[src/design/blas_settings.svh]
// BLAS engine settings for element widths, memory depth and bus widths
`ifndef BLAS_SETTINGS_SVH
`define BLAS_SETTINGS_SVH

// Element and accumulator widths
`define BLAS_DATA_W		16
`define BLAS_ACC_W		32

// Vector memories
`define BLAS_VEC_DEPTH	64
`define BLAS_ADDR_W		6

// Host bus
`define BLAS_AXI_ADDR_W	12

// Alpha is signed Q8.8
`define BLAS_ALPHA_FRAC	8

`endif

[src/design/blas_pkg.sv]
// BLAS engine types for opcodes, command word views and bus structs
`default_nettype none
`include "blas_settings.svh"

package blas_pkg;

	typedef enum logic [1:0] {
		OP_DOT	= 2'd0,
		OP_AXPY	= 2'd1,
		OP_SCAL	= 2'd2,
		OP_BAD	= 2'd3
	} blas_op_e;

	typedef struct packed {
		blas_op_e						op;
		logic	[6:0]					len;		// 1 to 64
		logic	[6:0]					reserved;
		logic	[`BLAS_DATA_W-1:0]		alpha;		// Q8.8
	} scal_cmd_t;

	typedef struct packed {
		blas_op_e						op;
		logic	[6:0]					len;
		logic	[4:0]					shift;
		logic	[17:0]					reserved;
	} dot_cmd_t;

	typedef union packed {
		scal_cmd_t						scal;
		dot_cmd_t						dot;
	} cmd_word_u;

	typedef struct packed {
		logic							awvalid;
		logic	[`BLAS_AXI_ADDR_W-1:0]	awaddr;
		logic							wvalid;
		logic	[31:0]					wdata;
		logic							bready;
		logic							arvalid;
		logic	[`BLAS_AXI_ADDR_W-1:0]	araddr;
		logic							rready;
	} axil_req_t;

	typedef struct packed {
		logic							awready;
		logic							wready;
		logic							bvalid;
		logic	[1:0]					bresp;
		logic							arready;
		logic							rvalid;
		logic	[31:0]					rdata;
		logic	[1:0]					rresp;
	} axil_rsp_t;

	typedef struct packed {
		logic							en;
		logic							we;
		logic	[`BLAS_ADDR_W-1:0]		addr;
		logic	[`BLAS_DATA_W-1:0]		wdata;
	} mem_req_t;

	typedef struct packed {
		logic							valid;
		blas_op_e						op;
		logic							last;
		logic	[`BLAS_ADDR_W-1:0]		addr;
		logic	[`BLAS_DATA_W-1:0]		alpha;
		logic	[4:0]					shift;
	} lane_ctl_t;

	typedef struct packed {
		logic							busy;
		logic							done;
		logic							err;
	} eng_stat_t;

endpackage

`default_nettype wire

[src/design/blas_engine.sv]
// BLAS engine top with the MPU front end, sequencer, TPU lane and X and Y memories
`timescale 1ns/1ps
`default_nettype none
`include "blas_settings.svh"

module blas_engine import blas_pkg::*; (
	input	logic			clock,
	input	logic			rst_n,
	input	axil_req_t		axi_req,
	output	axil_rsp_t		axi_rsp
);

	eng_stat_t						stat;
	cmd_word_u						cmd;
	lane_ctl_t						lane_ctl;
	mem_req_t						x_host, y_host, eng_rd, y_wr;
	logic							cmd_start, cnt_load, cnt_last, cnt_active;
	logic	[`BLAS_ADDR_W:0]		cnt_len;
	logic	[`BLAS_ADDR_W-1:0]		cnt_idx;
	logic	[`BLAS_ACC_W-1:0]		result;
	logic	[`BLAS_DATA_W-1:0]		x_rdata, y_rdata;

	// Shared read request for both memories
	assign eng_rd = '{en: lane_ctl.valid & cnt_active, we: 1'b0, addr: lane_ctl.addr, wdata: '0};

	mpu_axil_slave u_slave (
		.clock		(clock),		.rst_n		(rst_n),
		.axi_req	(axi_req),		.axi_rsp	(axi_rsp),
		.stat		(stat),			.result		(result),
		.cmd		(cmd),			.cmd_start	(cmd_start),
		.x_host		(x_host),		.y_host		(y_host),
		.x_rdata	(x_rdata),		.y_rdata	(y_rdata)
	);

	mpu_seq_fsm u_seq (
		.clock		(clock),		.rst_n		(rst_n),
		.cmd		(cmd),			.cmd_start	(cmd_start),
		.cnt_load	(cnt_load),		.cnt_len	(cnt_len),
		.cnt_idx	(cnt_idx),		.cnt_last	(cnt_last),
		.lane_ctl	(lane_ctl),		.stat		(stat)
	);

	elem_counter u_cnt (
		.clock		(clock),		.rst_n		(rst_n),
		.load		(cnt_load),		.len		(cnt_len),
		.idx		(cnt_idx),		.active		(cnt_active),
		.last		(cnt_last)
	);

	tpu_mac_lane u_lane (
		.clock		(clock),		.rst_n		(rst_n),
		.lane_ctl	(lane_ctl),
		.x_data		(x_rdata),		.y_data		(y_rdata),
		.y_wr		(y_wr),			.result		(result)
	);

	////////////////////////////////////////
	// Only Y takes engine writes
	vec_dmem x_mem (
		.clock(clock), .rst_n(rst_n), .host(x_host), .eng_rd(eng_rd), .eng_wr('0), .rdata(x_rdata)
	);

	vec_dmem y_mem (
		.clock(clock), .rst_n(rst_n), .host(y_host), .eng_rd(eng_rd), .eng_wr(y_wr), .rdata(y_rdata)
	);

endmodule

`default_nettype wire

[src/design/elem_counter.sv]
// Element counter that steps an index once per cycle over a loaded length
`timescale 1ns/1ps
`default_nettype none
`include "blas_settings.svh"

module elem_counter (
	input	logic						clock,
	input	logic						rst_n,
	input	logic						load,
	input	logic	[`BLAS_ADDR_W:0]	len,
	output	logic	[`BLAS_ADDR_W-1:0]	idx,
	output	logic						active,
	output	logic						last
);

	logic	[`BLAS_ADDR_W:0]	len_q;

	// Zero length ends at once and oversize lengths stop at the memory end
	assign last = active && (({1'b0, idx} + 1'b1 >= len_q) || (&idx));

	always_ff @(posedge clock or negedge rst_n) begin
		if (!rst_n) begin
			active	<= 1'b0;
			idx		<= '0;
			len_q	<= '0;
		end else if (load) begin
			active	<= 1'b1;
			idx		<= '0;
			len_q	<= len;
		end else if (active) begin
			if (last) active <= 1'b0;
			else idx <= idx + 1'b1;
		end
	end

endmodule

`default_nettype wire

[src/design/mpu_axil_slave.sv]
// MPU front end that serves command, status, result and vector memory access over AXI4-Lite
`timescale 1ns/1ps
`default_nettype none
`include "blas_settings.svh"

module mpu_axil_slave import blas_pkg::*; (
	input	logic						clock,
	input	logic						rst_n,
	input	axil_req_t					axi_req,
	output	axil_rsp_t					axi_rsp,
	input	eng_stat_t					stat,
	input	logic	[`BLAS_ACC_W-1:0]	result,
	output	cmd_word_u					cmd,
	output	logic						cmd_start,
	output	mem_req_t					x_host,
	output	mem_req_t					y_host,
	input	logic	[`BLAS_DATA_W-1:0]	x_rdata,
	input	logic	[`BLAS_DATA_W-1:0]	y_rdata
);

	localparam logic [1:0]	RESP_OKAY	= 2'b00;
	localparam logic [1:0]	RESP_SLVERR	= 2'b10;
	localparam logic [3:0]	REG_PAGE	= 4'h0;
	localparam logic [3:0]	X_PAGE		= 4'h4;
	localparam logic [3:0]	Y_PAGE		= 4'h8;
	localparam logic [1:0]	RD_STAT		= 2'd0;
	localparam logic [1:0]	RD_RES		= 2'd1;
	localparam logic [1:0]	RD_X		= 2'd2;
	localparam logic [1:0]	RD_Y		= 2'd3;

	logic			live;
	logic			bvalid_q, arready_q, rd_s1, rvalid_q;
	logic	[1:0]	bresp_q, rresp_q;
	logic	[31:0]	rdata_q, rd_word;
	logic	[1:0]	rd_sel, ar_sel;
	logic			rd_err, ar_ok;
	logic	[3:0]	aw_page, ar_page;
	logic			ar_hs, wr_go, wr_cmd, wr_ok;
	logic			x_wr, y_wr, x_rd, y_rd;

	function automatic mem_req_t host_req(input logic wr, input logic rd, input axil_req_t r);
		mem_req_t q;
		q.en	= wr | rd;
		q.we	= wr;
		q.addr	= wr ? r.awaddr[2 +: `BLAS_ADDR_W] : r.araddr[2 +: `BLAS_ADDR_W];
		q.wdata	= r.wdata[`BLAS_DATA_W-1:0];
		return q;
	endfunction

	////////////////////////////////////////
	// Address decode
	always_comb begin
		aw_page	= axi_req.awaddr[11:8];
		ar_page	= axi_req.araddr[11:8];
		ar_hs	= axi_req.arvalid & arready_q;
		// A same-page read takes the host port first and the write waits
		wr_go	= axi_req.awvalid & axi_req.wvalid & !bvalid_q & live &
				  !(ar_hs && aw_page == ar_page && aw_page != REG_PAGE);
		wr_cmd	= wr_go && axi_req.awaddr == '0 && !stat.busy;
		x_wr	= wr_go && aw_page == X_PAGE && !stat.busy;
		y_wr	= wr_go && aw_page == Y_PAGE && !stat.busy;
		wr_ok	= wr_cmd | x_wr | y_wr;

		ar_sel	= RD_STAT;
		ar_ok	= 1'b0;
		case (ar_page)
			REG_PAGE: begin
				if (axi_req.araddr == 12'h004) ar_ok = 1'b1;
				if (axi_req.araddr == 12'h008) begin
					ar_sel	= RD_RES;
					ar_ok	= 1'b1;
				end
			end
			X_PAGE: begin
				ar_sel	= RD_X;
				ar_ok	= !stat.busy;		// Memory locked while running
			end
			Y_PAGE: begin
				ar_sel	= RD_Y;
				ar_ok	= !stat.busy;
			end
			default: ar_ok = 1'b0;
		endcase
		x_rd	= ar_hs && ar_page == X_PAGE && !stat.busy;
		y_rd	= ar_hs && ar_page == Y_PAGE && !stat.busy;

		x_host	= host_req(x_wr, x_rd, axi_req);
		y_host	= host_req(y_wr, y_rd, axi_req);
	end

	always_comb begin
		case (rd_sel)
			RD_STAT:	rd_word = {29'd0, stat.err, stat.done, stat.busy};
			RD_RES:		rd_word = result;
			RD_X:		rd_word = {{(32-`BLAS_DATA_W){x_rdata[`BLAS_DATA_W-1]}}, x_rdata};
			default:	rd_word = {{(32-`BLAS_DATA_W){y_rdata[`BLAS_DATA_W-1]}}, y_rdata};
		endcase
		if (rd_err) rd_word = '0;
	end

	////////////////////////////////////////
	// Channel state
	always_ff @(posedge clock or negedge rst_n) begin
		if (!rst_n) begin
			live		<= 1'b0;
			bvalid_q	<= 1'b0;
			bresp_q		<= RESP_OKAY;
			cmd_start	<= 1'b0;
			cmd			<= '0;
			arready_q	<= 1'b0;
			rd_s1		<= 1'b0;
			rd_sel		<= RD_STAT;
			rd_err		<= 1'b0;
			rvalid_q	<= 1'b0;
			rresp_q		<= RESP_OKAY;
		end else begin
			live		<= 1'b1;
			cmd_start	<= wr_cmd;
			if (wr_cmd) cmd <= axi_req.wdata;
			if (wr_go) begin
				bvalid_q	<= 1'b1;
				bresp_q		<= wr_ok ? RESP_OKAY : RESP_SLVERR;
			end else if (axi_req.bready) begin
				bvalid_q	<= 1'b0;
			end
			arready_q	<= !ar_hs && !rd_s1 && !(rvalid_q && !axi_req.rready);
			rd_s1		<= ar_hs;		// Memory data lands one cycle later
			if (ar_hs) begin
				rd_sel	<= ar_sel;
				rd_err	<= !ar_ok;
			end
			if (rd_s1) begin
				rvalid_q	<= 1'b1;
				rresp_q		<= rd_err ? RESP_SLVERR : RESP_OKAY;
			end else if (axi_req.rready) begin
				rvalid_q	<= 1'b0;
			end
		end
	end

	always_ff @(posedge clock) begin
		if (rd_s1) rdata_q <= rd_word;
	end

	always_comb begin
		axi_rsp.awready	= wr_go;
		axi_rsp.wready	= wr_go;
		axi_rsp.bvalid	= bvalid_q;
		axi_rsp.bresp	= bresp_q;
		axi_rsp.arready	= arready_q;
		axi_rsp.rvalid	= rvalid_q;
		axi_rsp.rdata	= rdata_q;
		axi_rsp.rresp	= rresp_q;
	end

endmodule

`default_nettype wire

[src/design/mpu_seq_fsm.sv]
// MPU sequencer that runs a command through its load, compute and drain phases
`timescale 1ns/1ps
`default_nettype none
`include "blas_settings.svh"

module mpu_seq_fsm import blas_pkg::*; (
	input	logic						clock,
	input	logic						rst_n,
	input	cmd_word_u					cmd,
	input	logic						cmd_start,
	output	logic						cnt_load,
	output	logic	[6:0]				cnt_len,
	input	logic	[`BLAS_ADDR_W-1:0]	cnt_idx,
	input	logic						cnt_last,
	output	lane_ctl_t					lane_ctl,
	output	eng_stat_t					stat
);

	localparam logic [1:0]	S_IDLE	= 2'd0;
	localparam logic [1:0]	S_RUN	= 2'd1;
	localparam logic [1:0]	S_DRAIN	= 2'd2;

	logic	[1:0]	state;
	logic	[1:0]	drain_cnt;
	logic			is_dot;

	always_comb begin
		is_dot			= cmd.dot.op == OP_DOT;
		cnt_load		= cmd_start && state == S_IDLE && cmd.dot.op != OP_BAD;
		cnt_len			= cmd.scal.len;
		lane_ctl.valid	= state == S_RUN;
		lane_ctl.op		= cmd.dot.op;
		lane_ctl.last	= cnt_last;
		lane_ctl.addr	= cnt_idx;
		lane_ctl.alpha	= is_dot ? '0 : cmd.scal.alpha;		// AXPY and SCAL view
		lane_ctl.shift	= is_dot ? cmd.dot.shift : '0;		// DOT view
	end

	always_ff @(posedge clock or negedge rst_n) begin
		if (!rst_n) begin
			state		<= S_IDLE;
			drain_cnt	<= '0;
			stat		<= '0;
		end else begin
			case (state)
				S_IDLE: begin
					if (cmd_start) begin
						if (cmd.dot.op == OP_BAD) begin
							stat.err	<= 1'b1;
							stat.done	<= 1'b1;
						end else begin
							state		<= S_RUN;
							stat		<= '{busy: 1'b1, done: 1'b0, err: 1'b0};
						end
					end
				end
				S_RUN: begin
					if (cnt_last) begin
						state		<= S_DRAIN;
						drain_cnt	<= '0;
					end
				end
				S_DRAIN: begin
					// Read, product and write-back stages empty out
					drain_cnt	<= drain_cnt + 2'd1;
					if (drain_cnt == 2'd2) begin
						state		<= S_IDLE;
						stat.busy	<= 1'b0;
						stat.done	<= 1'b1;
					end
				end
				default: state <= S_IDLE;
			endcase
		end
	end

endmodule

`default_nettype wire

[src/design/tpu_mac_lane.sv]
// TPU lane that multiplies, then accumulates or scales and writes back to Y
`timescale 1ns/1ps
`default_nettype none
`include "blas_settings.svh"

module tpu_mac_lane import blas_pkg::*; (
	input	logic						clock,
	input	logic						rst_n,
	input	lane_ctl_t					lane_ctl,
	input	logic	[`BLAS_DATA_W-1:0]	x_data,
	input	logic	[`BLAS_DATA_W-1:0]	y_data,
	output	mem_req_t					y_wr,
	output	logic	[`BLAS_ACC_W-1:0]	result
);

	lane_ctl_t							ctl_d1, ctl_d2;
	logic	signed	[`BLAS_DATA_W-1:0]	mul_a, mul_b;
	logic	signed	[`BLAS_ACC_W-1:0]	prod_q, acc, acc_next, scaled;
	logic			[`BLAS_DATA_W-1:0]	y_q;

	////////////////////////////////////////
	// Stage 1 takes operands from memory
	always_comb begin
		mul_a = (ctl_d1.op == OP_DOT) ? y_data : ctl_d1.alpha;
		mul_b = (ctl_d1.op == OP_SCAL) ? y_data : x_data;
	end

	always_ff @(posedge clock or negedge rst_n) begin
		if (!rst_n) begin
			ctl_d1	<= '0;
			ctl_d2	<= '0;
		end else begin
			ctl_d1	<= lane_ctl;		// Lines up with read data
			ctl_d2	<= ctl_d1;
		end
	end

	always_ff @(posedge clock) begin
		prod_q	<= mul_a * mul_b;
		y_q		<= y_data;
	end

	////////////////////////////////////////
	// Stage 2 accumulates or writes back
	always_comb begin
		acc_next	= ((ctl_d2.addr == '0) ? '0 : acc) + prod_q;	// Wraps
		scaled		= prod_q >>> `BLAS_ALPHA_FRAC;
		y_wr.en		= ctl_d2.valid && ctl_d2.op != OP_DOT;
		y_wr.we		= 1'b1;
		y_wr.addr	= ctl_d2.addr;
		y_wr.wdata	= (ctl_d2.op == OP_AXPY) ? y_q + scaled[`BLAS_DATA_W-1:0]
											 : scaled[`BLAS_DATA_W-1:0];
	end

	always_ff @(posedge clock or negedge rst_n) begin
		if (!rst_n) begin
			acc		<= '0;
			result	<= '0;
		end else if (ctl_d2.valid && ctl_d2.op == OP_DOT) begin
			acc <= acc_next;
			if (ctl_d2.last) result <= acc_next >>> ctl_d2.shift;
		end
	end

endmodule

`default_nettype wire

[src/design/vec_dmem.sv]
// Vector data memory with one synchronous read port, one write port and engine priority
`timescale 1ns/1ps
`default_nettype none
`include "blas_settings.svh"

module vec_dmem import blas_pkg::*; (
	input	logic						clock,
	input	logic						rst_n,
	input	mem_req_t					host,
	input	mem_req_t					eng_rd,
	input	mem_req_t					eng_wr,
	output	logic	[`BLAS_DATA_W-1:0]	rdata
);

	logic	[`BLAS_DATA_W-1:0]	mem	[`BLAS_VEC_DEPTH];
	logic						rd_en, wr_en, eng_rd_en, eng_wr_en;
	logic	[`BLAS_ADDR_W-1:0]	rd_addr, wr_addr;
	logic	[`BLAS_DATA_W-1:0]	wr_data;

	always_comb begin
		eng_rd_en	= eng_rd.en & !eng_rd.we;
		eng_wr_en	= eng_wr.en & eng_wr.we;
		rd_en		= eng_rd_en | (host.en & !host.we);
		rd_addr		= eng_rd_en ? eng_rd.addr : host.addr;
		wr_en		= eng_wr_en | (host.en & host.we);
		wr_addr		= eng_wr_en ? eng_wr.addr : host.addr;
		wr_data		= eng_wr_en ? eng_wr.wdata : host.wdata;
	end

	always_ff @(posedge clock) begin
		if (wr_en) mem[wr_addr] <= wr_data;
	end

	always_ff @(posedge clock or negedge rst_n) begin
		if (!rst_n) rdata <= '0;
		else if (rd_en) rdata <= mem[rd_addr];		// Old data on same-address write
	end

endmodule

`default_nettype wire

[config.mk]
export PLATFORM = sky130hd
export DESIGN_NAME = blas_engine
export DESIGN_NICKNAME = d
export VERILOG_FILES = /design/src/design/blas_pkg.sv /design/src/design/blas_engine.sv /design/src/design/elem_counter.sv /design/src/design/mpu_axil_slave.sv /design/src/design/mpu_seq_fsm.sv /design/src/design/tpu_mac_lane.sv /design/src/design/vec_dmem.sv
export VERILOG_INCLUDE_DIRS = /design/src /design/src/design
export SDC_FILE = /design/constraint.sdc
export NUM_CORES = 2
export LEC_CHECK = 0
export BUFFER_PORTS_ARGS = -buffer_cell sky130_fd_sc_hd__buf_4
export CORE_MARGIN = 10
export CORE_UTILIZATION = 45
export CTS_CLUSTER_SIZE = 28
export DETAILED_ROUTE_END_ITERATION = 12
export GPL_TIMING_DRIVEN = 0
export PLACE_DENSITY = 0.66
export SYNTH_ARGS = -nofsm -noshare
export SYNTH_HDL_FRONTEND = slang
export SYNTH_SLANG_ARGS = --single-unit
[constraint.sdc]
create_clock -name clock -period 9.5 [get_ports clock]
set_input_delay 1.9 -clock clock [delete_from_list [all_inputs] [get_ports clock]]
set_output_delay 1.9 -clock clock [all_outputs]
set_load 0.01 [all_outputs]
==> out/results.tsv <==
metric	value	unit
crit share post-route	96.45	%
worst path arrival time	9910	ps
I/O Pins	104	
hold path depth	0	
Clk Latency, worst-skew pair	910	ps
CP Max Fanout	10	
H-tree levels	4	
post-synthesis sequential area ratio	64.96	%
CP Data Required Time	10240	ps
synth top area cells	edfxtp_1 (59%), mux4_2 (5.7%), fa_1 (5.0%)	
Hold Startpoint	u_lane.ctl_d1[4]$_DFF_PN0_	
largest net degree at the start of global routing	110	
share of cells above drive strength 1	15.60	%
drc violations	0	
CTS tree	built	
Synth area leader	edfxtp_1	
Initial Util	45.28	%
GRT overflow	0	
Worst Skew	95.19	ps
DRT antenna net count	0	
nets	8660	
Die Area	254200	um2
count of pins over their slew limit	2	
first-pass iteration count of the detailed router	8	
Post-Syn Area per Cell	13.70	um2
clock-pin slew on the worst setup and hold paths	60	ps
Reg area	68530	um2
Synth top cells by count	edfxtp_1 (2080), nand2_1 (1313), nand3_1 (511)	
RSZ-0062 raised after global routing	no	
hpwl dp	240900	um
vias in the first global route	68940	
die width	504.2	um
Worst setup SP type	flip-flop	
max incr delay on CP	580	ps
Post-Route WL	337800	um
asr flop ratio synth	8.748	%
Mapped Area	105500	um2
Die H	504.2	um
root buffer cell	clkbuf_16	
count leader, synth	edfxtp_1	
first-pass GRT wire length	484800	um
final hold vios	0	
CTS Sinks	2332	
Layout area overhead	14.76	%
CORE AREA	233000	um2
R2R Path End	u_lane.prod_q[31]$_DFF_P_	
r2r worst-path depth	28	
crit-path most repeated cell	fa_1	
CP max stage cell	mux2i_2	
pin slew with the least headroom to its limit	1556	ps
R2R Path Start	u_lane.ctl_d1[28]$_DFF_PN0_	
HP Class	flip-flop to flip-flop	
initial DRC count	9725	
final setup fails	0	
R2R Setup Slk	340	ps
Final GP Congestion	0.9795	
initial antenna violation count	18	
Vias	69900	
Yosys top cell area share	59.21	%
CTS max path bufs	3	
port bufs	98	
drt wl/cell	29.28	um
min Tclk post-route	9163	ps
multi-input logic area	34430	um2
Hold EP	u_lane.ctl_d2[4]$_DFF_PN0_	
FP Rows	177	
TritonCTS buffer count	232	
relative slew slack	-6.447	%
Max Fclk	109.1	MHz
CP endpoint kind	flip-flop	
Cells after Synth	7703	
post-synth cell types	91	
Post-synth EDFFs	2080	
Via density	6.060	
Yosys Warn Count	0	
status	complete, but fails checks	
max-cap violation count	1	
WS Path Type	flip-flop to flip-flop	
Fillers	19340	
postcts setup bufs	0	
failing checks	max-capacitance violations, max-slew violations	
Total GRT Usage	25.82	%
number of synthesized register bits	2332	
beginning of the critical path	u_lane.ctl_d1[28]$_DFF_PN0_	
Hold Buf Count CTS	0	
Synth Flop Type	edfxtp_1	
Util after Layout	51.97	%
[sequential cells by signal, indices dropped and copies added, names as in the netlist, 30 cells and up]
signal / cells
x_mem.mem: 1024
y_mem.mem: 1024
u_lane.acc: 32
u_lane.prod_q: 32
u_lane.result: 32
u_slave.rdata_q: 32
u_lane.ctl_d1: 31
u_slave.cmd: 30
[placed cells by master (no fill, tap or decap), types with 22 or more instances in the layout]
master,count
a211oi_1,42
a21o_1,44
a21oi_1,326
a22oi_1,153
a31oi_1,54
and2_1,53
and3_1,63
buf_1,48
buf_2,117
buf_4,122
buf_8,109
bufinv_16,22
clkbuf_1,268
clkbuf_16,236
clkinv_1,43
clkinv_2,52
dfrtp_1,204
dfxtp_1,48
edfxtp_1,2080
fa_1,264
ha_1,137
inv_1,330
mux2_2,97
mux2i_1,68
mux4_2,267
nand2_1,1313
nand2b_1,34
nand3_1,511
nand4_1,72
nor2_1,302
nor2_2,124
nor2b_1,39
nor3_1,60
o211ai_1,39
o21a_1,23
o21ai_0,150
o21ai_1,42
xnor2_1,48
xor2_1,34
[worst max-delay path: cells and delay by family (launching register included)]
family | cells | cell delay (ps)
buf+inv | 7 | 1540
simple gates | 4 | 700
compound gates | 8 | 2210
xor+xnor | 1 | 150
mux | 1 | 580
fa+ha+maj | 7 | 3370
flops | 1 | 400
[kinds of logic after synthesis]
kind of cell | synth area share, %
xor gates and xnor gates | 0.6808
AOI/OAI and AO/OA | 6.327
and+or+nand+nor | 10.96
other | 0.007119
buffers and inverters | 2.946
muxes | 7.485
DFF | 64.96
adders and majority gates | 6.635
[final cells by class]
type / count / area share (%)
Buffer: 417 / 1.554
Antenna cell: 5 / 0.01033
Inverter: 330 / 1.023
Multi-Input combinational cell: 4625 / 28.44
Tap cell: 3132 / 3.237
Clock buffer: 294 / 5.135
Sequential cell: 2332 / 56.60
Clock inverter: 143 / 1.280
Timing Repair Buffer: 258 / 2.720
[metrics by stage]
| stage | setup TNS, ps | instances | setup WS, ps | hold slack [ps] | instance area [um2] |
|---|---|---|---|---|---|
| 5_1_grt | 0 | 11530 | 2.651 | 353.0 | 121100 |
| 6_report | 0 | 11540 | 336.8 | 347.7 | 121100 |
| 2_1_floorplan | 0 | 7704 | 1828 | 331.2 | 105500 |
| 3_3_place_gp | -845.3 | 10930 | -438.5 | 332.0 | 110200 |
| 4_1_cts | 0 | 11530 | 41.15 | 349.5 | 121000 |
| 3_5_place_dp | -600.3 | 11090 | -345.7 | 335.5 | 113200 |
[metal layers]
metal  track usage (%)  part of all wire [%]  routed length (um)  vias up
met3             6.075                    11               36930      762
met5                 0                 0.020                  69        -
met1             34.84                    38              129800    35510
met4             12.59                   5.8               19710       12
met2             39.44                    45              151300     4195
li1                  -                     -                   -    29420
[how the worst max path moves through the flow]
stage                                            to  slack [ps]
after CTS                 u_lane.prod_q[31]$_DFF_P_          40
after global placement    u_lane.prod_q[31]$_DFF_P_        -440
final                     u_lane.prod_q[31]$_DFF_P_         340
after detailed placement  u_lane.prod_q[31]$_DFF_P_        -350
after global routing      u_lane.prod_q[31]$_DFF_P_           3
after floorplan           u_lane.prod_q[31]$_DFF_P_        1830
[what timing repair did]
item	4_1_cts	5_1_grt
endpoints found under the setup margin	5	5
gates resized for setup	9	9
hold endpoints to repair	0	0
Power is left out: the tool's default activity adds up to more than one toggle a clock period on the data nets, which glitch-free logic cannot reach.
